--- config.mk ---
export PLATFORM = sky130hd
export DESIGN_NAME = icache_fetch_ctrl_flat
export DESIGN_NICKNAME = d
export VERILOG_FILES = /design/src/common/icache_pkg.sv /design/src/common/icache_fill_if.sv /design/src/icache/icache_fetch_ctrl.sv /design/src/flat_wrapper.sv
export SDC_FILE = /design/constraint.sdc
export NUM_CORES = 1
export LEC_CHECK = 0
export BUFFER_PORTS_ARGS = -buffer_cell sky130_fd_sc_hd__buf_2
export CAP_MARGIN = 20
export CORE_AREA = 2 2 90 92
export CTS_CLUSTER_SIZE = 40
export DETAILED_ROUTE_END_ITERATION = 16
export DIE_AREA = 0 0 92 94
export GPL_TIMING_DRIVEN = 0
export PLACE_DENSITY = 0.68
export SLEW_MARGIN = 20
export SYNTH_ARGS = -nofsm -noshare
export SYNTH_HDL_FRONTEND = slang
export SYNTH_SLANG_ARGS = --single-unit
export TNS_END_PERCENT = 100
--- constraint.sdc ---
create_clock -name clk -period 4.35 [get_ports clk]
set_clock_uncertainty 0.1 [all_clocks]
set_input_delay 0.87 -clock clk [delete_from_list [all_inputs] [get_ports clk]]
set_output_delay 0.87 -clock clk [all_outputs]
set_load 0.005 [all_outputs]
--- src/common/icache_pkg.sv ---
`default_nettype none

package icache_pkg;

    // ====================
    // widths with a meaning
    // ====================

    // fetch or bus byte address
    typedef logic [31:0] addr_t;

    // one instruction
    typedef logic [31:0] inst_t;

    // one cache block, also one R beat
    typedef logic [63:0] block_t;

    // AXI response code
    typedef logic [1:0] resp_t;

    // ====================
    // constants
    // ====================

    localparam resp_t RESP_OKAY = 2'b00;

    // addi x0, x0, 0
    localparam inst_t NOP_INST = 32'h0000_0013;

    // byte offset bits inside a block of 8 bytes
    localparam int OFFSET_W = 3;

    // ====================
    // state machines
    // ====================

    typedef enum logic [1:0] {
        MISS_IDLE,
        MISS_ADDR,
        MISS_DATA
    } miss_state_e;

    typedef enum logic [1:0] {
        FETCH_IDLE,
        FETCH_HIT,
        FETCH_MISS
    } fetch_state_e;

endpackage

`default_nettype wire

--- src/common/icache_fill_if.sv ---
`default_nettype none

// one completed refill, valid for a single cycle
interface icache_fill_if import icache_pkg::*; #(
    parameter int INDEX_W = 8
) ();

    localparam int TAG_W = $bits(addr_t) - OFFSET_W - INDEX_W;

    logic               fill_valid;
    logic [INDEX_W-1:0] fill_index;
    logic [TAG_W-1:0]   fill_tag;
    block_t             fill_data;
    // upper word of the block is the fetched instruction
    logic               fill_hi;
    logic               fill_way;

    modport master (
        output fill_valid, fill_index, fill_tag, fill_data, fill_hi, fill_way
    );

    modport receiver (
        input fill_valid, fill_index, fill_tag, fill_data, fill_hi, fill_way
    );

endinterface

`default_nettype wire

--- src/icache/icache_fetch_ctrl.sv ---
`default_nettype none

module icache_fetch_ctrl import icache_pkg::*; (
    input  logic  clk,
    input  logic  rst,
    input  addr_t pc,
    input  logic  stall,
    input  logic  flush,
    input  logic  hit,
    input  inst_t rd_inst,
    input  logic  miss_busy,
    input  resp_t rresp,
    icache_fill_if.receiver fill,
    output logic  lookup,
    output logic  miss_req,
    output addr_t miss_addr,
    output inst_t inst,
    output logic  inst_valid,
    output logic  error
);

    fetch_state_e state;

    // after a flush, wait for the old refill to drain
    assign lookup    = (state == FETCH_IDLE) && !stall && !flush && !miss_busy;
    assign miss_req  = lookup && !hit;
    assign miss_addr = pc;

    // ====================
    // fetch FSM
    // ====================

    always_ff @(posedge clk) begin
        if (rst || flush) begin
            state      <= FETCH_IDLE;
            inst       <= NOP_INST;
            inst_valid <= 1'b1;
        end else begin
            case (state)
                FETCH_IDLE: begin
                    if (lookup) begin
                        state      <= hit ? FETCH_HIT : FETCH_MISS;
                        inst_valid <= 1'b0;
                    end
                end
                FETCH_HIT: begin
                    state      <= FETCH_IDLE;
                    inst       <= rd_inst;
                    inst_valid <= 1'b1;
                end
                FETCH_MISS: begin
                    if (fill.fill_valid) begin
                        state      <= FETCH_IDLE;
                        inst       <= fill.fill_hi ? fill.fill_data[63:32]
                                                   : fill.fill_data[31:0];
                        inst_valid <= 1'b1;
                    end
                end
                default: state <= FETCH_IDLE;
            endcase
        end
    end

    // sticky until reset
    always_ff @(posedge clk) begin
        if (rst) begin
            error <= 1'b0;
        end else if (fill.fill_valid && rresp != RESP_OKAY) begin
            error <= 1'b1;
        end
    end

    // a pending miss always has a refill under way
    miss_in_flight: assert property (@(posedge clk) disable iff (rst)
        state == FETCH_MISS |-> miss_busy);

endmodule

`default_nettype wire

--- src/flat_wrapper.sv ---
// flat-port wrapper written by rule: the top's interface ports become plain ports
module icache_fetch_ctrl_flat import icache_pkg::*;
  (clk, rst, pc, stall, flush, hit, rd_inst, miss_busy, rresp, lookup, miss_req, miss_addr, inst, inst_valid, error, fill_fill_valid, fill_fill_index, fill_fill_tag, fill_fill_data, fill_fill_hi, fill_fill_way);
  icache_fill_if fill_i ();
  input  logic clk;
  input  logic rst;
  input  addr_t pc;
  input  logic stall;
  input  logic flush;
  input  logic hit;
  input  inst_t rd_inst;
  input  logic miss_busy;
  input  resp_t rresp;
  output logic lookup;
  output logic miss_req;
  output addr_t miss_addr;
  output inst_t inst;
  output logic inst_valid;
  output logic error;
  input wire logic [$bits(fill_i.fill_valid)-1:0] fill_fill_valid;
  input wire logic [$bits(fill_i.fill_index)-1:0] fill_fill_index;
  input wire logic [$bits(fill_i.fill_tag)-1:0] fill_fill_tag;
  input wire logic [$bits(fill_i.fill_data)-1:0] fill_fill_data;
  input wire logic [$bits(fill_i.fill_hi)-1:0] fill_fill_hi;
  input wire logic [$bits(fill_i.fill_way)-1:0] fill_fill_way;
  assign fill_i.fill_valid = fill_fill_valid;
  assign fill_i.fill_index = fill_fill_index;
  assign fill_i.fill_tag = fill_fill_tag;
  assign fill_i.fill_data = fill_fill_data;
  assign fill_i.fill_hi = fill_fill_hi;
  assign fill_i.fill_way = fill_fill_way;
  icache_fetch_ctrl u_core (.clk(clk), .rst(rst), .pc(pc), .stall(stall), .flush(flush), .hit(hit), .rd_inst(rd_inst), .miss_busy(miss_busy), .rresp(rresp), .fill(fill_i), .lookup(lookup), .miss_req(miss_req), .miss_addr(miss_addr), .inst(inst), .inst_valid(inst_valid), .error(error));
endmodule
# After elaboration in Yosys (flattened, before gate mapping)
# Index checks and enable logic that the tools add are counted.
# totals
out_inout_bits	68
input_bits	168
elab_cells	35
reg_bits	36
# classes
n_eq_ne	4
mux	10
n_reduce_logical	17
# op_table
operator	count
$mux 32	2
$pmux 32 s2	1
$mux 2	3
$logic_and 1x1->1	5
$logic_not 1->1	4
$pmux 2 s2	1
$reduce_and 2->1	2
$reduce_bool 2->1	2
$pmux 1 s3	1
$reduce_and 3->1	1
$reduce_bool 3->1	1
$eq 2x1->1 const B	1
$eq 2x2->1 const B	1
$logic_not 2->1	1
$mux 1	2
$ne 2x1->1 const B	1
$ne 2x2->1 const B	1
$logic_or 1x1->1	1

# Logic depth before layout (Yosys ltp)
# depth
depth_word	6
ltp_mapped	7

# Worst setup path before layout
# No wires, ideal clock.
# synth_timing
kind	input -> output
from	in stall
to	out miss_req
path_buffers	0
t_required_ns	3.380
path_slack_ns	1.854
arrival_time_ns	1.526
cell_stages	2
cell_sequence	or4b_4 -> nor2_1
# synth_between
elab_chain_len	5
# synth_lines
element	line_no	rtl
from (decl)	flat_wrapper.sv:8	input logic stall;
$logic_not 1->1	icache_fetch_ctrl.sv:25	assign lookup = (state == FETCH_IDLE) && !stall && !flush && !miss_busy;
$logic_and 1x1->1 (3 in a row)	icache_fetch_ctrl.sv:25	
$logic_and 1x1->1	icache_fetch_ctrl.sv:26	assign miss_req = lookup && !hit;
to (decl)	flat_wrapper.sv:15	output logic miss_req;
# No other way between the ends.

# Worst setup path after layout
# Same ends and word-level chain as after synthesis.

==> flow_summary.ini <==
[run_status]
status = completed

[logic_synthesis]
async_flop_share = 0
ys.flop_type = dfxtp_1
yosys_warnings = 0
yosysUniqueCellTypes = 28
synth_nets = 413
yosysTopAreaCell = dfxtp_1
yosysTopAreaCellShare = 0.338
synthCells = 242
syn-mean-instance-area_um2 = 8.81
synth_seq_cells = 36
ys_seq_area_frac = 0.338
yosysMostFrequentCell = dfxtp_1
synth_enable_flop_cells = 0
syn-cell-area_mm2 = 0.00213
synth_commonest_cells = dfxtp_1 (36), buf_4 (35), nor2_1 (34)
synth_area_leaders = dfxtp_1 (34%), mux2i_1 (15%), buf_4 (12%)

[clocking]
cts_max_level = 2
cts-resized-gates = 0
cts_made_buffers = 5
cts_setup_buffers = 0
cts_buffer_depth = 2
cts_tree = built
clkSinkCount = 36
cts_root_buf = clkbuf_8
clk_latency_ps = 290
cts_hold_buf = 0
cts.clk_slew.worst_paths_ps = 80

[setup_path]
critPathKind = input pin to output port
critPathSlowestCell = or4b_4
worstSetupEndpointType = output port
crit_path_start_kind = input pin
crit_family = simple AND/OR/NAND/NOR gates
crit_fanout = 4
required_ps = 3380
cp.arrival_ps = 1740
cp_num_buf_inv = 2
rrSetupSlack_ps = 2390
path_cells = buf_2, or4b_4, nor2_1, buf_2
crit_top_cell = buf_2
slowest_delay_ps = 550

[die]
rows = 32
die_h_um = 94
core_area_mm2 = 0.00761
initial_core_util = 0.280
dieArea_mm2 = 0.00865
ios = 236
die_w_um = 92

[timing]
rsz0062_at_grt = false
max_freq_mhz = 369
worstMarginPinSlew_ps = 520
holdWs_ps = 344
finalSetupViolations = 0
setup-tns-final_ps = 0
relSlewSlack = 0.653
finalMaxSlewViolations = 0
timing.final.crit_share = 0.623
final-hold-violation-count = 0
min_period_ps = 2710

[finish]
drive_gt1_frac = 0.526
n_antenna_cell = 0
finish.instance_area_mm2 = 0.00321
fin_nets = 592
utilization = 0.422
syn_to_final_growth_pct = 50.6

[routing]
vias = 2373
dr.pass1.iters = 4
final_antenna_net_count = 0
via_per_inst = 4.53
routed_wl_um = 6480
initialDrtViolationCount = 50
route.detailed.drc = 0
wl_per_cell_um = 12.4

[grt]
overflow = 0
grt.met3_usage = 0.0369
top_usage_layer = met2
antenna_found_initial = 0
gr-usage-all-layers = 0.145
met2_usage = 0.259
grt_pass1_wl_um = 9930
grt_max_degree = 11
use_met1 = 0.169
grt_pass1_vias = 2164

[power_and_ir_drop]
powerDensity_mw_per_mm2 = 229
peakVddDrop_v = 0.000108
leakage_nw = 1.75
finalPower_uw = 736

[placed_design]
post_dp_cell_area_mm2 = 0.00312
port_buffers = 172
place_hpwl_um = 5210
gp_congestion = 0.761

[min_path]
hp-class = flip-flop to flip-flop

[flow_run]
drv_cap = 0
[worst register-to-register path, cell delays in order, from the launching register on]
cell and delay (ps):
dfxtp_1 330, inv_1 80, ha_1 220, mux2i_2 420, nor2_1 90, buf_2 200, buf_4 190, a22o_1 200
[metal layers]
metal	share of wire	routed length (um)
met5	0	0
met1	0.40	2570
met4	0.014	88
met3	0.089	576
met2	0.50	3240
[through the flow]
stage / instances / setup slack (ps)
4_1_cts: 524 / 1640
3_5_place_dp: 516 / 1640
3_3_place_gp: 516 / 1640
2_1_floorplan: 242 / 1850
6_report: 524 / 1640
5_1_grt: 524 / 1580
[logic make-up (layout without fill, tap and decap cells)]
family,Yosys count,after routing,synth area share
buf+inv,54,234,0.164
compound gates,74,74,0.238
flops,36,36,0.338
fa+ha+maj,3,3,0.0176
mux,33,33,0.157
simple gates,42,42,0.0857
[sequential cells by signal, indices dropped and copies added, names as in the netlist]
| name | flops |
|---|---|
| u_core.inst_valid | 1 |
| u_core.inst | 32 |
| u_core.error | 1 |
| u_core.state | 2 |
[worst paths after layout]
check,start,end,depth (start not counted)
setup / recovery,stall,miss_req,4
setup reg to reg,u_core.state[0]$_SDFFE_PP0P_,u_core.inst[2]$_SDFFE_PP0P_,7
hold / removal,u_core.error$_SDFFE_PP0P_,u_core.error$_SDFFE_PP0P_,2
hold reg to reg,u_core.error$_SDFFE_PP0P_,u_core.error$_SDFFE_PP0P_,2
[area by class of cell]
cell class	instances	area [um^2]
buffer	50	334
clock buffer	8	90.1
fill	791	4400
inverter	4	15.0
multi-input combinational	152	1060
sequential	36	721
tap	102	128
timing repair buffer	172	861
[report_power, final]
part           internal (mW)  switching (mW)  leakage, nW  total (mW)
clock network          0.129           0.119       0.0455       0.248
logic                 0.0918          0.0618         1.41       0.154
registers              0.332         0.00143        0.291       0.334
total                  0.553           0.182         1.75       0.736
[layout by cell type (no fill, tap or decap), drive strengths merged, types with 13 or more instances in the layout]
master,instances
a21oi,32
a22o,29
buf,217
clkbuf,13
dfxtp,36
mux2i,33
nor2,34
Power figures use the tool's default switching activity.
