$ cat src/common/icache_pkg.sv
`default_nettype none

package icache_pkg;

    // ====================
    // widths with a meaning
    // ====================

    // fetch or bus byte address
    typedef logic [31:0] addr_t;

    // one instruction
    typedef logic [31:0] inst_t;

    // one cache block, also one R beat
    typedef logic [63:0] block_t;

    // AXI response code
    typedef logic [1:0] resp_t;

    // ====================
    // constants
    // ====================

    localparam resp_t RESP_OKAY = 2'b00;

    // addi x0, x0, 0
    localparam inst_t NOP_INST = 32'h0000_0013;

    // byte offset bits inside a block of 8 bytes
    localparam int OFFSET_W = 3;

    // ====================
    // state machines
    // ====================

    typedef enum logic [1:0] {
        MISS_IDLE,
        MISS_ADDR,
        MISS_DATA
    } miss_state_e;

    typedef enum logic [1:0] {
        FETCH_IDLE,
        FETCH_HIT,
        FETCH_MISS
    } fetch_state_e;

endpackage

`default_nettype wire

$ cat src/common/icache_fill_if.sv
`default_nettype none

// one completed refill, valid for a single cycle
interface icache_fill_if import icache_pkg::*; #(
    parameter int INDEX_W = 8
) ();

    localparam int TAG_W = $bits(addr_t) - OFFSET_W - INDEX_W;

    logic               fill_valid;
    logic [INDEX_W-1:0] fill_index;
    logic [TAG_W-1:0]   fill_tag;
    block_t             fill_data;
    // upper word of the block is the fetched instruction
    logic               fill_hi;
    logic               fill_way;

    modport master (
        output fill_valid, fill_index, fill_tag, fill_data, fill_hi, fill_way
    );

    modport receiver (
        input fill_valid, fill_index, fill_tag, fill_data, fill_hi, fill_way
    );

endinterface

`default_nettype wire

$ cat src/icache/icache_miss_unit.sv
`default_nettype none

module icache_miss_unit import icache_pkg::*; #(
    parameter int INDEX_W = 8
) (
    input  logic   clk,
    input  logic   rst,
    input  logic   miss_req,
    input  addr_t  miss_addr,
    input  logic   victim_way,
    output logic   arvalid,
    output addr_t  araddr,
    input  logic   arready,
    input  logic   rvalid,
    input  block_t rdata,
    output logic   rready,
    icache_fill_if.master fill,
    output logic   miss_busy
);

    localparam int TAG_W = $bits(addr_t) - OFFSET_W - INDEX_W;

    miss_state_e state;
    miss_state_e state_next;

    logic way_q;
    logic hi_q;

    // ====================
    // AXI read FSM
    // ====================

    always_comb begin
        state_next = state;
        case (state)
            MISS_IDLE: begin
                if (miss_req) begin
                    state_next = MISS_ADDR;
                end
            end
            MISS_ADDR: begin
                if (arready) begin
                    state_next = MISS_DATA;
                end
            end
            MISS_DATA: begin
                // the read always completes, even across a flush
                if (rvalid) begin
                    state_next = MISS_IDLE;
                end
            end
            default: state_next = MISS_IDLE;
        endcase
    end

    always_ff @(posedge clk) begin
        if (rst) begin
            state <= MISS_IDLE;
        end else begin
            state <= state_next;
        end
    end

    // request capture, block aligned address
    always_ff @(posedge clk) begin
        if (state == MISS_IDLE && miss_req) begin
            araddr <= {miss_addr[$bits(addr_t)-1:OFFSET_W], {OFFSET_W{1'b0}}};
            way_q  <= victim_way;
            hi_q   <= miss_addr[OFFSET_W-1];
        end
    end

    assign arvalid   = (state == MISS_ADDR);
    assign rready    = (state == MISS_DATA);
    assign miss_busy = (state != MISS_IDLE);

    // ====================
    // refill out
    // ====================

    assign fill.fill_valid = rvalid && rready;
    assign fill.fill_index = araddr[OFFSET_W +: INDEX_W];
    assign fill.fill_tag   = araddr[OFFSET_W + INDEX_W +: TAG_W];
    assign fill.fill_data  = rdata;
    assign fill.fill_hi    = hi_q;
    assign fill.fill_way   = way_q;

    ar_hold: assert property (@(posedge clk) disable iff (rst)
        arvalid && !arready |=> arvalid && $stable(araddr));

endmodule

`default_nettype wire

$ cat src/flat_wrapper.sv
// flat-port wrapper written by rule: the top's interface ports become plain ports
module icache_miss_unit_flat import icache_pkg::*;
#(
    parameter int INDEX_W = 8
)
  (clk, rst, miss_req, miss_addr, victim_way, arvalid, araddr, arready, rvalid, rdata, rready, miss_busy, fill_fill_valid, fill_fill_index, fill_fill_tag, fill_fill_data, fill_fill_hi, fill_fill_way);
  icache_fill_if #(.INDEX_W(INDEX_W)) fill_i ();
  input  logic clk;
  input  logic rst;
  input  logic miss_req;
  input  addr_t miss_addr;
  input  logic victim_way;
  output logic arvalid;
  output addr_t araddr;
  input  logic arready;
  input  logic rvalid;
  input  block_t rdata;
  output logic rready;
  output logic miss_busy;
  output wire logic [$bits(fill_i.fill_valid)-1:0] fill_fill_valid;
  output wire logic [$bits(fill_i.fill_index)-1:0] fill_fill_index;
  output wire logic [$bits(fill_i.fill_tag)-1:0] fill_fill_tag;
  output wire logic [$bits(fill_i.fill_data)-1:0] fill_fill_data;
  output wire logic [$bits(fill_i.fill_hi)-1:0] fill_fill_hi;
  output wire logic [$bits(fill_i.fill_way)-1:0] fill_fill_way;
  assign fill_fill_valid = fill_i.fill_valid;
  assign fill_fill_index = fill_i.fill_index;
  assign fill_fill_tag = fill_i.fill_tag;
  assign fill_fill_data = fill_i.fill_data;
  assign fill_fill_hi = fill_i.fill_hi;
  assign fill_fill_way = fill_i.fill_way;
  icache_miss_unit #(.INDEX_W(INDEX_W)) u_core (.clk(clk), .rst(rst), .miss_req(miss_req), .miss_addr(miss_addr), .victim_way(victim_way), .arvalid(arvalid), .araddr(araddr), .arready(arready), .rvalid(rvalid), .rdata(rdata), .rready(rready), .fill(fill_i), .miss_busy(miss_busy));
endmodule
$ cat config.mk
export PLATFORM = sky130hd
export DESIGN_NAME = icache_miss_unit_flat
export DESIGN_NICKNAME = d
export VERILOG_FILES = /design/src/common/icache_pkg.sv /design/src/common/icache_fill_if.sv /design/src/icache/icache_miss_unit.sv /design/src/flat_wrapper.sv
export SDC_FILE = /design/constraint.sdc
export NUM_CORES = 1
export LEC_CHECK = 0
export BUFFER_PORTS_ARGS = -buffer_cell sky130_fd_sc_hd__buf_4
export CELL_PAD_IN_SITES_DETAIL_PLACEMENT = 1
export CELL_PAD_IN_SITES_GLOBAL_PLACEMENT = 1
export CORE_MARGIN = 8
export CORE_UTILIZATION = 22
export DETAILED_ROUTE_END_ITERATION = 8
export PLACE_DENSITY = 0.85
export SKIP_LAST_GASP = 1
export SYNTH_ARGS = -nofsm -noshare
export SYNTH_HDL_FRONTEND = slang
export SYNTH_SLANG_ARGS = --single-unit
$ cat constraint.sdc
create_clock -name clk -period 5.15 [get_ports clk]
set_input_delay 1.03 -clock clk [delete_from_list [all_inputs] [get_ports clk]]
set_output_delay 1.03 -clock clk [all_outputs]
set_load 0.01 [all_outputs]
# After elaboration in Yosys (flattened, before gate mapping)
# Cells that the tools add are included.
[op_classes]
n_eq_ne = 5
muxes = 4
reduce_logical = 5
[op_table]
columns = ["cell", "count"]
rows = [
  ["2-bit two-way mux", 3],
  ["2-bit one-hot mux with 3 select lines", 1],
  ["2-bit != test (second input constant)", 2],
  ["3-bit AND reduction", 1],
  ["2-bit by 1-bit == test with 1-bit output (second input constant)", 1],
  ["2-bit == test (second input constant)", 1],
  ["1-bit logical AND", 2],
  ["2-bit logical NOT", 1],
  ["2-bit by 1-bit != test with 1-bit output (second input constant)", 1],
  ["2-bit nonzero test", 1],
]
[word_totals]
regBits = 33
out_inout_bits = 131
elab_cells = 18

# Longest topological paths before layout
# Gate-level depths: netlist of run 1.
[logic_depth]
word_depth = 3
ltp_mapped = 2
ltp_nobuf = 2

# Least setup slack after synthesis of run 1
# No wires, ideal clock.
[synth_timing]
kind = "input-to-reg"
start = "input miss_req"
end = "register u_core.araddr[10], enable pin"
setup_time_ns = 0.419
arrival_time_ns = 2.376
path_slack_ns = 2.355
path_stages = 2
cell_sequence = "inv_1 -> nor2_1"
[synth_between]
elab_chain_len = 1
[synth_lines]
columns = ["item", "line_no", "text"]
rows = [
  ["start, declared", "flat_wrapper.sv:10", "input logic miss_req;"],
  ["1-bit logical AND", "icache_miss_unit.sv:66", "if (state == MISS_IDLE && miss_req) begin"],
  ["end signal, assigned", "icache_miss_unit.sv:67", "araddr <= {miss_addr[$bits(addr_t)-1:OFFSET_W], {OFFSET_W{1'b0}}};"],
  ["end, declared", "icache_miss_unit.sv:12", "output addr_t araddr,"],
]
# No other way between the ends.
# A chain may end at the register's enable or synchronous reset.

# Final worst setup path of run 1
[layout_timing]
start = "input rvalid"
end = "output fill_fill_valid"
[layout_between]
elab_chain_len = 1
[layout_lines]
columns = ["item", "line_no", "text"]
rows = [
  ["start, declared", "flat_wrapper.sv:16", "input logic rvalid;"],
  ["1-bit logical AND", "icache_miss_unit.sv:81", "assign fill.fill_valid = rvalid && rready;"],
  ["end, declared", "flat_wrapper.sv:20", "output wire logic [$bits(fill_i.fill_valid)-1:0] fill_fill_valid;"],
]
# No other way between the ends.

==> results list, run 1 <==
- First-pass GRT wire length: 6.07 mm
* Run status: complete, no violations
- The synthesized netlist devotes ~1.3% of its cell area to compound gates.
- Total clock buffers created by CTS: 5
- The worst register-to-register path has a depth of 2.
* Number of antenna-violating nets in the routed design: 0
- Required time worst endpoint: slightly above 4 ns
* Routing usage on met1: 6.23%
* Root buffer selected by CTS: clkbuf_8
* Least-Margin Pin Slew: slightly above 0.9 ns
- Dividing the final minimum period by the clock period gives ~47%.
* Global route hottest layer: met2
* Worst setup slack for register-to-register paths: 3.40 ns
- Endpoint of the worst register-to-register path: u_core.araddr[14]
- Max Buffers Root-to-Sink: 2
- For this run, design rule violations remaining after detail routing come to 0.
- Effective utilization at floorplan: 22.2%
- The initial antenna violation count came to 0.
- Chip Height: between 100 and 150 µm
- Across the run, the number of max-cap violations was 0.
- The core region is 0.00805 mm².
- Via count: 901
- In this design, the stage delay of the slowest critical-path cell is 0.14 ns.
- Multiplexer cells account for 0% of the synthesized area.
- CTS built an H-tree with a depth of 2.
- The cell count after synthesis came out at 142.
- Final estimated routing congestion in global placement: 0.666
* Crit. End Element: output port
- Synth top area cells: edfxtp_1, buf_4, dfxtp_1, nor2b_4, a211oi_2
* Highest net fanout along the worst path: 2
* Clock transition at path regs: 0.07 ns
- The largest individual stage delay along the critical path comes from the cell buf_4.
- For this run, the detailed router's first-pass iteration total came to 3.
- Buf/Inv on CP: 2
- The filler cells instantiated in the layout total 897.
- After synthesis the netlist holds a flip-flop and latch count of 33.
- At the placement stage, the worst setup path has a slack of around 2.7 ns.
* Met2 Usage GRT: a little under an eighth
* Slew Limit Headroom: 38.8%
- Among the stages of the critical path, the cell type that occurs most often is buf_4.
- 233 I/O pins were placed.
- The synthesized netlist devotes 0% of its cell area to XOR and XNOR gates.
* Average detailed-routed wire length per instance: 16.1 µm
* Worst R2R Start: u_core.state[1]
* Type of the most critical hold path: flop to flop
- Clock Skews: 0.00402 ns
* Fin. Hold Viols: 0
- Post-detailed-routing wire length: about 4.2 mm
- HPWL Detailed: about 3.5 mm
- RSZ-0062 raised after global routing: false
* Highest achievable clock rate: approximately 410 MHz
- Buffers inserted to repair hold after CTS numbered 0.
- Class of the most critical setup path: input pin to output port
- 1st-iter DRT viols: 13
- Global-route track usage on met3: between 5 and 6%
* Worst IR Drop VDD: between 100 and 150 µV
* Area share of the largest cell type after synthesis: 52.1%
- Part of the Yosys area used for sequential elements: 54.3%
- Critical Path Stages: 3
- Setup tns final: 0 ns
* Critical path destination: fill_fill_valid
- Buffers inserted by post-CTS timing repair: 0
- STA classifies the critical path startpoint as an input pin.
* Count of yosys warnings during synthesis: 0
- Clock sink count: 33
* Shortest period the worst path allows: 2.43 ns
- Synth-to-Final Area Change: 15.6%
* Leakage Power: 0.900 nW
- Row cnt: 33
- Pwr/cell area: 326 mW/mm²
- By area, the combinational part of the netlist is dominated by buffers and inverters.
- Number of distinct library cells after synthesis: 12
* Fraction of the mapped netlist area in adder cells: 0%
* Cell breakdown of the critical path: buf_4 > and2_1 > buf_4
* Fraction of layout instances using a drive strength above 1: 71.6%
- Post-synthesis cell type with the largest combined area: edfxtp_1
- Number of global-route vias before repair: 1,067
* # setup viols final: 0
- 0 antenna diodes ended up in the layout.
- Detailed-route vias per instance: 3.47
- Clock network latency to the later pin of the worst-skew pair: 0.28 ns
* Clock tree from TritonCTS: done
* Syn avg cell area: 12.6 µm²
- Pin count of the biggest net entering global routing: 32
* Post-route setup slack: between 2 and 3 ns
- In this run, post-CTS repair resized a total of 0 instances.
- After global routing the overflow that remains totals 0.
- Slew Limit Fails: 0
* Top Family by Delay on Critical Path: buffers and inverters
- Number of buffer cells added on primary ports: 99
- Layout Nets: 256
- The die covers 0.0113 mm².
- Across every metal layer, demand over resource in global routing totals ~7.1%.
- Cell area after synthesis: 0.00179 mm²
- The floorplan step set the die width to around 110 µm.
- Along the worst hold path, the cell count comes to 1.
- STA puts the critical path data arrival time at 1.40 ns.
- The critical path starts at rvalid.
- Share of synthesized cell area in and, or, nand and nor gates: 3.36%
[flip-flops by register name (all words and copies together), names as in the netlist]
| name | count |
|---|---|
| u_core.araddr | 29 |
| u_core.state | 2 |
| u_core.fill.fill_hi | 1 |
| u_core.fill.fill_way | 1 |
[cell usage after synthesis]
cell	count
a211oi_2	1
a32o_2	1
and2_1	1
buf_4	96
conb_1	1
dfxtp_1	2
edfxtp_1	31
inv_1	2
nand2b_1	2
nor2_1	2
nor2b_4	2
or2_1	1
[per-stage QoR]
stage          utilization, %  hold slack, ns  cell area, µm²  total power [mW]  std cells
6_report                 25.7           0.544            2070             0.674        260
5_1_grt                  25.7           0.575            2070             0.704        260
4_1_cts                  25.7           0.541            2070             0.686        260
3_5_place_dp             24.3           0.529            1960             0.441        252
3_3_place_gp             24.3           0.502            1960             0.438        252
2_1_floorplan               -           0.491            1790             0.434        144
[cells in the final DEF, fill, tap and decap left out, drive strengths merged]
cell      instances
or2               1
clkinv            1
edfxtp           31
dfxtp             2
bufinv            1
inv               2
nor2b             2
a211oi            1
nand2b            2
clkinvlp          1
nor2              2
a32o              1
clkbuf            5
buf              99
conb              3
and2              1
[power by group]
| part | switching, mW | internal, mW | leakage [nW] |
|---|---|---|---|
| clock | 0.0993 | 0.142 | 0.0518 |
| combinational | 0.0466 | 0.0581 | 0.534 |
| sequential | 0.0109 | 0.316 | 0.313 |
[worst min path at each step]
| stage | start | endpoint |
|---|---|---|
| after CTS | u_core.state[1] | u_core.state[0] |
| after global placement | u_core.state[1] | u_core.state[0] |
| after detailed placement | u_core.state[1] | u_core.state[0] |
| after global routing | u_core.state[1] | u_core.state[0] |
| after floorplan | u_core.state[1] | u_core.state[0] |
| final | u_core.state[1] | u_core.state[0] |
[cell type report]
type / count / area [µm²] / area share, %
clock buffer: 5 / 68.8 / 3.33
clock inverter: 3 / 41.3 / 2.00
inverter: 2 / 7.51 / 0.363
multi-input combinational: 13 / 103 / 4.97
sequential: 33 / 971 / 47.0
tap: 105 / 131 / 6.36
timing repair buffer: 99 / 743 / 36.0
[kinds of logic (layout without fill, tap and decap cells)]
family                 count (synthesis)  after routing
other                                  1              3
AOI/OAI and AO/OA                      2              2
buffers and inverters                 98            109
and+or+nand+nor                        8              8
DFF                                   33             33
[metal layers]
| metal | vias to the layer above | part of all wire (%) |
|---|---|---|
| met4 | 0 | 1.4 |
| li1 | 387 | - |
| met3 | 13 | 16 |
| met5 | - | 0 |
| met1 | 425 | 32 |
| met2 | 76 | 51 |
Power figures use the tool's default switching activity.
==> run 2, diff against run 1 <==
--- a/config.mk
+++ b/config.mk
@@ -9,9 +9,9 @@
 export CELL_PAD_IN_SITES_DETAIL_PLACEMENT = 1
 export CELL_PAD_IN_SITES_GLOBAL_PLACEMENT = 1
 export CORE_MARGIN = 8
-export CORE_UTILIZATION = 22
+export CORE_UTILIZATION = 21
 export DETAILED_ROUTE_END_ITERATION = 8
-export PLACE_DENSITY = 0.85
+export PLACE_DENSITY = 0.82
 export SKIP_LAST_GASP = 1
 export SYNTH_ARGS = -nofsm -noshare
 export SYNTH_HDL_FRONTEND = slang
==> constraint.sdc (replaced) <==
create_clock -name clk -period 2.44 [get_ports clk]
set_input_delay 0.488 -clock clk [delete_from_list [all_inputs] [get_ports clk]]
set_output_delay 0.488 -clock clk [all_outputs]
set_load 0.01 [all_outputs]
==> run 2 against run 1 <==
  * Final cell count grew 0.38%
  * Largest power group unchanged
  * Flip-flop and latch count is the same
  * Cell area shrank 0.79%
  * Clock power grew 68%
  * First-iteration DRC count grew 77%
  * Combinational power grew 110%
  * Non-clock buffer count grew 1
  * Sequential power grew 110%
  * Die area grew 4.0%
  * Critical path depth is the same
  * Routed wire length grew 0.69%
  * Global-route usage shrank 0.41 points
  * Critical path type is now flop to output port
==> results list, run 2 (synthesis gave the netlist of run 1 again) <==
- Buffers placed on the I/O ports in this run total 99.
* CP Data Arrival Time: 1.14 ns
* Count of hold buffers inserted by post-cts repair: 0
- At the end of routability-driven placement, the weighted congestion stood at 0.639.
- Once the clock tree was built, the setup fixing pass inserted 0 buffers.
- The core region is approximately 0.0082 mm².
- For this block, the via count after detailed routing is approximately 940.
- Leaving out fill and tap cells, the most frequent cells in the layout are buf_4, edfxtp_1, clkbuf_8, conb_1.
- Type of the most critical hold path: input pin to flop
* Worst setup timing slack at the placement stage: 0.867 ns
* Remaining Overflow, GRT: 0
* Slew Limit Fails: 0
- Number of flip-flops under the largest register name: 29
- Number of antenna-violating nets in the routed design: 0
* Clock Skews: 0.00670 ns
- Average detailed-routed wire length per instance: 16.2 µm
* DRC violation count after routing: 0
* Required time worst endpoint: 1.95 ns
- The via count of the first global-routing pass is 1,062.
- STA classifies the critical path endpoint as an output port.
* Number of violations of the max-capacitance limit: 0
- Total clock buffers created by CTS: 5
* Worst IR Drop VDD: between 200 and 300 µV
- Fin. Hold Viols: 0
- Clock tree from TritonCTS: done
- More flip-flops sit in one register than any other, and that register is u_core.araddr.
- Clock transition at path regs: 0.08 ns
- Timing would allow up to just over 600 MHz.
- Root buffer selected by CTS: clkbuf_8
* Critical Path Start: u_core.state[1]
- Post-route setup slack: between 0.8 and 0.9 ns
- After detailed routing, the number of vias per cell comes to 3.59.
- Subtracting the final worst setup slack from the clock period gives around 1.6 ns.
- 1st-iter DRT viols: 23
- Entering global routing, the biggest net connects 29 pins.
* Period utilisation layout: 66.7%
- The largest registers in the layout are u_core.araddr x29, u_core.state x2.
- 0 antenna diodes ended up in the layout.
- From left edge to right edge, the die measures 108 µm.
* Total track usage: 6.66%
- Synth-to-Final Area Change: 14.7%
- Total non-filler cell area in the finished layout: roughly 0.0020 mm²
- First-pass GRT wire length: 5.90 mm
* Post-Place Cell Area: 0.00196 mm²
- Post-CTS repair changed the size of 0 cells.
* Most frequent standard cell in the layout excluding fill and tap cells: buf_4
- FF-to-FF path depth: 3
- The initial utilization of the core area, before any placement, comes to between 20% and 30%.
- Run status: complete, no violations
- Critical path launch point type: flop
- For this design the ratio of total power to cell area is 644 mW/mm².
- The worst setup path is of the flop to output port kind.
- Layout Nets: 257
* Leakage Power: 0.897 nW
* HPWL Detailed: 3.47 mm
- Setup repair after global routing left no endpoint under its margin.
- Critical path destination: fill_fill_valid
* Number of antenna violations at the first check in global routing: 1
- The clock tree synthesis step divided the H-tree into 2 levels.
- The worst register-to-register path ends at u_core.araddr[5].
- No sink is reached through more buffers than the 2 on the longest clock path.
- Counting every sink on the clock net gives 33.
- Worst setup slack for register-to-register paths: 0.91 ns
- The startpoint identified for the worst register-to-register timing path is u_core.state[1].
* Setup tns final: 0 ns
- Post-detailed-routing wire length: 4.22 mm
* # setup viols final: 0
- Along the worst path, the maximum fanout reaches 4.
* Total Die Area: 0.0117 mm²
- The clock reaches the later pin of the worst-skew pair after between 0.2 and 0.3 ns.
* Number of top-level pins: 233
* Chip Height: approximately 110 µm
* Pre-Repair DR Iteration Count: 2
* Row cnt: 33
- In the final layout, the share of cells above drive strength 1 is 72.4%.
## run 2: cell types whose count changed in the layout (fill, tap and decap cells not counted)
| cell | before | now |
|---|---|---|
| clkinv_2 | 0 | 2 |
| clkinv_1 | 1 | 0 |
| bufinv_16 | 1 | 0 |
| buf_4 | 99 | 100 |
## run 2: where the power goes
group | switching [mW] | leakage [nW] | internal [mW]
Sequential | 0.0215 | 0.313 | 0.667
Combinational | 0.0995 | 0.539 | 0.124
Clock | 0.210 | 0.0439 | 0.197
## run 2: cell type report
class | instances | area (µm²)
tap | 105 | 131
sequential | 33 | 971
timing repair buffer | 100 | 751
multi-input combinational | 13 | 103
clock buffer | 5 | 68.8
clock inverter | 3 | 17.5
inverter | 2 | 7.51
fill | 930 | 6170
## run 2: per-layer routing
| metal | vias up | global-route usage [%] | share of wire [%] |
|---|---|---|---|
| met3 | 24 | 5.41 | 16 |
| met4 | 2 | 3.37 | 2.9 |
| met5 | - | 0 | 0.21 |
| li1 | 385 | - | - |
| met1 | 426 | 6.08 | 34 |
| met2 | 100 | 10.4 | 47 |
## run 2: worst min path at each step
stage	startpoint	endpoint	slack (ns)	depth (start not counted)
4_1_cts	miss_addr[23]	u_core.araddr[23]	0.36	1
2_1_floorplan	u_core.state[1]	u_core.state[0]	0.49	1
6_report	miss_addr[23]	u_core.araddr[23]	0.38	1
3_5_place_dp	u_core.state[1]	u_core.state[0]	0.54	1
5_1_grt	miss_addr[27]	u_core.araddr[27]	0.36	1
3_3_place_gp	u_core.state[1]	u_core.state[0]	0.50	1
## run 2: worst max-delay path: stages, from the launching register on
cell,delay [ns]
dfxtp_1,0.43
nor2b_4,0.19
and2_1,0.13
buf_4,0.11
## run 2: stage by stage
stage / hold slack (ns) / util (%) / cells / power [mW]
finish: 0.376 / 24.9 / 261 / 1.32
global route: 0.356 / 24.9 / 261 / 1.39
CTS: 0.364 / 24.9 / 261 / 1.35
detailed placement: 0.537 / 23.9 / 253 / 0.934
global placement: 0.501 / 23.9 / 253 / 0.925
floorplan: 0.491 / - / 144 / 0.916
==> run 3, diff against run 2 <==
==> constraint.sdc (replaced) <==
create_clock -name clk -period 1.6 [get_ports clk]
set_input_delay 0.32 -clock clk [delete_from_list [all_inputs] [get_ports clk]]
set_output_delay 0.32 -clock clk [all_outputs]
set_load 0.01 [all_outputs]
==> run 3 against run 2 <==
  * Largest power group unchanged
  * Flip-flop and latch count is the same
  * Cell area grew 0.98%
  * Critical path type unchanged
  * Worst setup slack lost 0.68 ns
  * Core utilization grew 0.24 points
  * Non-clock buffer count grew 1
  * Via count shrank 1.3%
  * Total power grew 52%
  * Die area is the same
  * Worst hold slack lost 0.17 ns
==> results list, run 3 (synthesis gave the netlist of run 1 again) <==
- Once the floorplan was initialized, standard cells occupied 21.7% of the core.
- Setup violations remaining at the end of the flow were counted as 0.
- In this run the number of H-tree levels came out at 2.
* Number of violations of the max-capacitance limit: 0
- Entering global routing, the biggest net connects 20 pins.
- Type of the most critical hold path: input pin to flop
* Sequential group share of total power: 52.3%
- Largest regs: u_core.araddr x29, u_core.state x2
- Detailed-route vias per instance: 3.53
* CP Data Arrival Time: 1.15 ns
- The critical path is of the flop to output port type.
* Most frequent standard cell in the layout excluding fill and tap cells: buf_4
- Clock network latency to the later pin of the worst-skew pair: 0.28 ns
- STA puts the critical path data required time at ~1.3 ns.
- Total track usage: 6.64%
- Worst IR Drop VDD: 343 µV
- Number of antenna-violating nets in the routed design: 0
- Clock Skews: 0.00445 ns
- Slew Limit Fails: 0
- Fraction of power consumed by the clock network: 30.2%
- # fillers: 913
- Total Die Area: roughly 0.012 mm²
- The first global-routing pass estimated 5.92 mm of wire.
* Layout Nets: ~260
* Register ranked first by flip-flop count: u_core.araddr
- In this run the cell area measured after placement is 0.00198 mm².
- Internal power consumption: 1.52 mW
* Total non-filler cell area in the finished layout: between 0.002 and 0.0025 mm²
* Pre-Repair DR Iteration Count: 3
- Crit. End Element: output port
* HPWL Detailed: 3.55 mm
- FF-to-FF path depth: 3
- Post-CTS sizing: 0
- The final count of hold timing violations is 0.
* Synth-to-Final Area Change: 15.8%
- Row cnt: 33
* X dimension of the die: roughly 110 µm
- Total power after layout: 2.01 mW
- Number of buffer cells added on primary ports: 99
- The routed design has 4.22 mm of wire.
- Chip Height: 108 µm
- Floorplan Core Area: 0.00822 mm²
* Fraction of layout instances using a drive strength above 1: just over 70%
- Summed over all nets, the switching power comes to 0.493 mW.
- Global routing finished with a remaining overflow of 0.
* Placed insts: 254
- Clock tree from TritonCTS: done
- The worst hold path was traced through 2 stages.
* Number of top-level pins: around 230
* Number of global-route vias before repair: 1,091
- Once layout is complete, the utilization of the core stands at 25.2%.
* Switching share of total power: approximately 25%
- Count of placed standard cells in the final layout, fillers left out: 262
- At the end of routability-driven placement, the weighted congestion stood at roughly 0.63.
- Buffers inserted by post-CTS timing repair: 0
- Count of hold buffers inserted by post-cts repair: 0
* Average detailed-routed wire length per instance: 16.1 µm
- Dividing the final minimum period by the clock period gives between 90% and 100%.
- Root buffer selected by CTS: clkbuf_8
* Clock sink count: 33
- Proportion of power drawn by combinational gates: 17.5%
- Max Buffers Root-to-Sink: 2
* 1st-iter DRT viols: 50
- For this run, design rule violations remaining after detail routing come to 0.
- The initial antenna violation count was 1.
* Leakage Power: 0.906 nW
- Pwr/cell area: ~970 mW/mm²
- In the layout the commonest cells are buf_4, edfxtp_1, clkbuf_8, conb_1.
- The number of antenna diodes in the final layout is 0.
* Setup tns final: 0 ns
- The routed layout has 925 vias.
- The run finished with clean final reports.
- After clock tree synthesis, the clock-pin slew on the worst setup and hold paths is 0.07 ns.
- Derived from the worst setup path, the maximum achievable clock frequency is 682 MHz.
- Subtracting the final worst setup slack from the clock period gives 1.47 ns.
- The register with the most flip-flops in the layout has 29 of them.
- Highest net fanout along the worst path: 4
* Critical path launch point type: flop
* Total clock buffers created by CTS: 5
* RSZ-0062 raised after global routing: false
## run 3: final cells by class
type                    count  area [µm²]  area share, %
clock buffers               5        68.8           3.33
clock inverters             3        17.5          0.846
well taps                 105         131           6.35
repair buffers            101         771           37.2
flip-flops and latches     33         971           46.9
inverters                   2        7.51          0.363
multi-input cells          13         103           4.96
## run 3: worst max-delay path: stages, from the launching register on
cell	delay, ns
dfxtp_1	0.43
nor2b_4	0.20
and2_1	0.13
buf_4	0.11
## run 3: path summary, 6_finish.rpt
kind                        start          endpoint  slack (ns)
setup / recovery  u_core.state[1]   fill_fill_valid        0.13
hold / removal                rst   u_core.state[0]        0.21
hold reg to reg   u_core.state[1]   u_core.state[0]        0.53
setup reg to reg  u_core.state[1]  u_core.araddr[6]        0.28
## run 3: metal layers
layer	global-route usage (%)	vias up	share of wire [%]	wire [µm]
met5	0	-	0.31	13
met4	2.68	2	1.4	58
met3	6.42	14	19	789
met2	10.6	86	50	2090
met1	5.51	436	30	1260
li1	-	387	-	-
## run 3: power groups by stage
stage	clock [mW]	combinational, mW	sequential, mW
after detailed placement	0	0.364	1.07
final	0.607	0.352	1.05
after global placement	0	0.357	1.07
after CTS	0.655	0.364	1.05
after global routing	0.696	0.380	1.06
after floorplan	0	0.306	1.09
## run 3: through the flow
| stage | setup slack (ns) | hold WS, ns |
|---|---|---|
| after detailed placement | 0.268 | 0.499 |
| final | 0.134 | 0.209 |
| after floorplan | 0.0649 | 0.385 |
| after global routing | 0.0649 | 0.192 |
| after CTS | 0.0997 | 0.190 |
| after global placement | 0.301 | 0.497 |
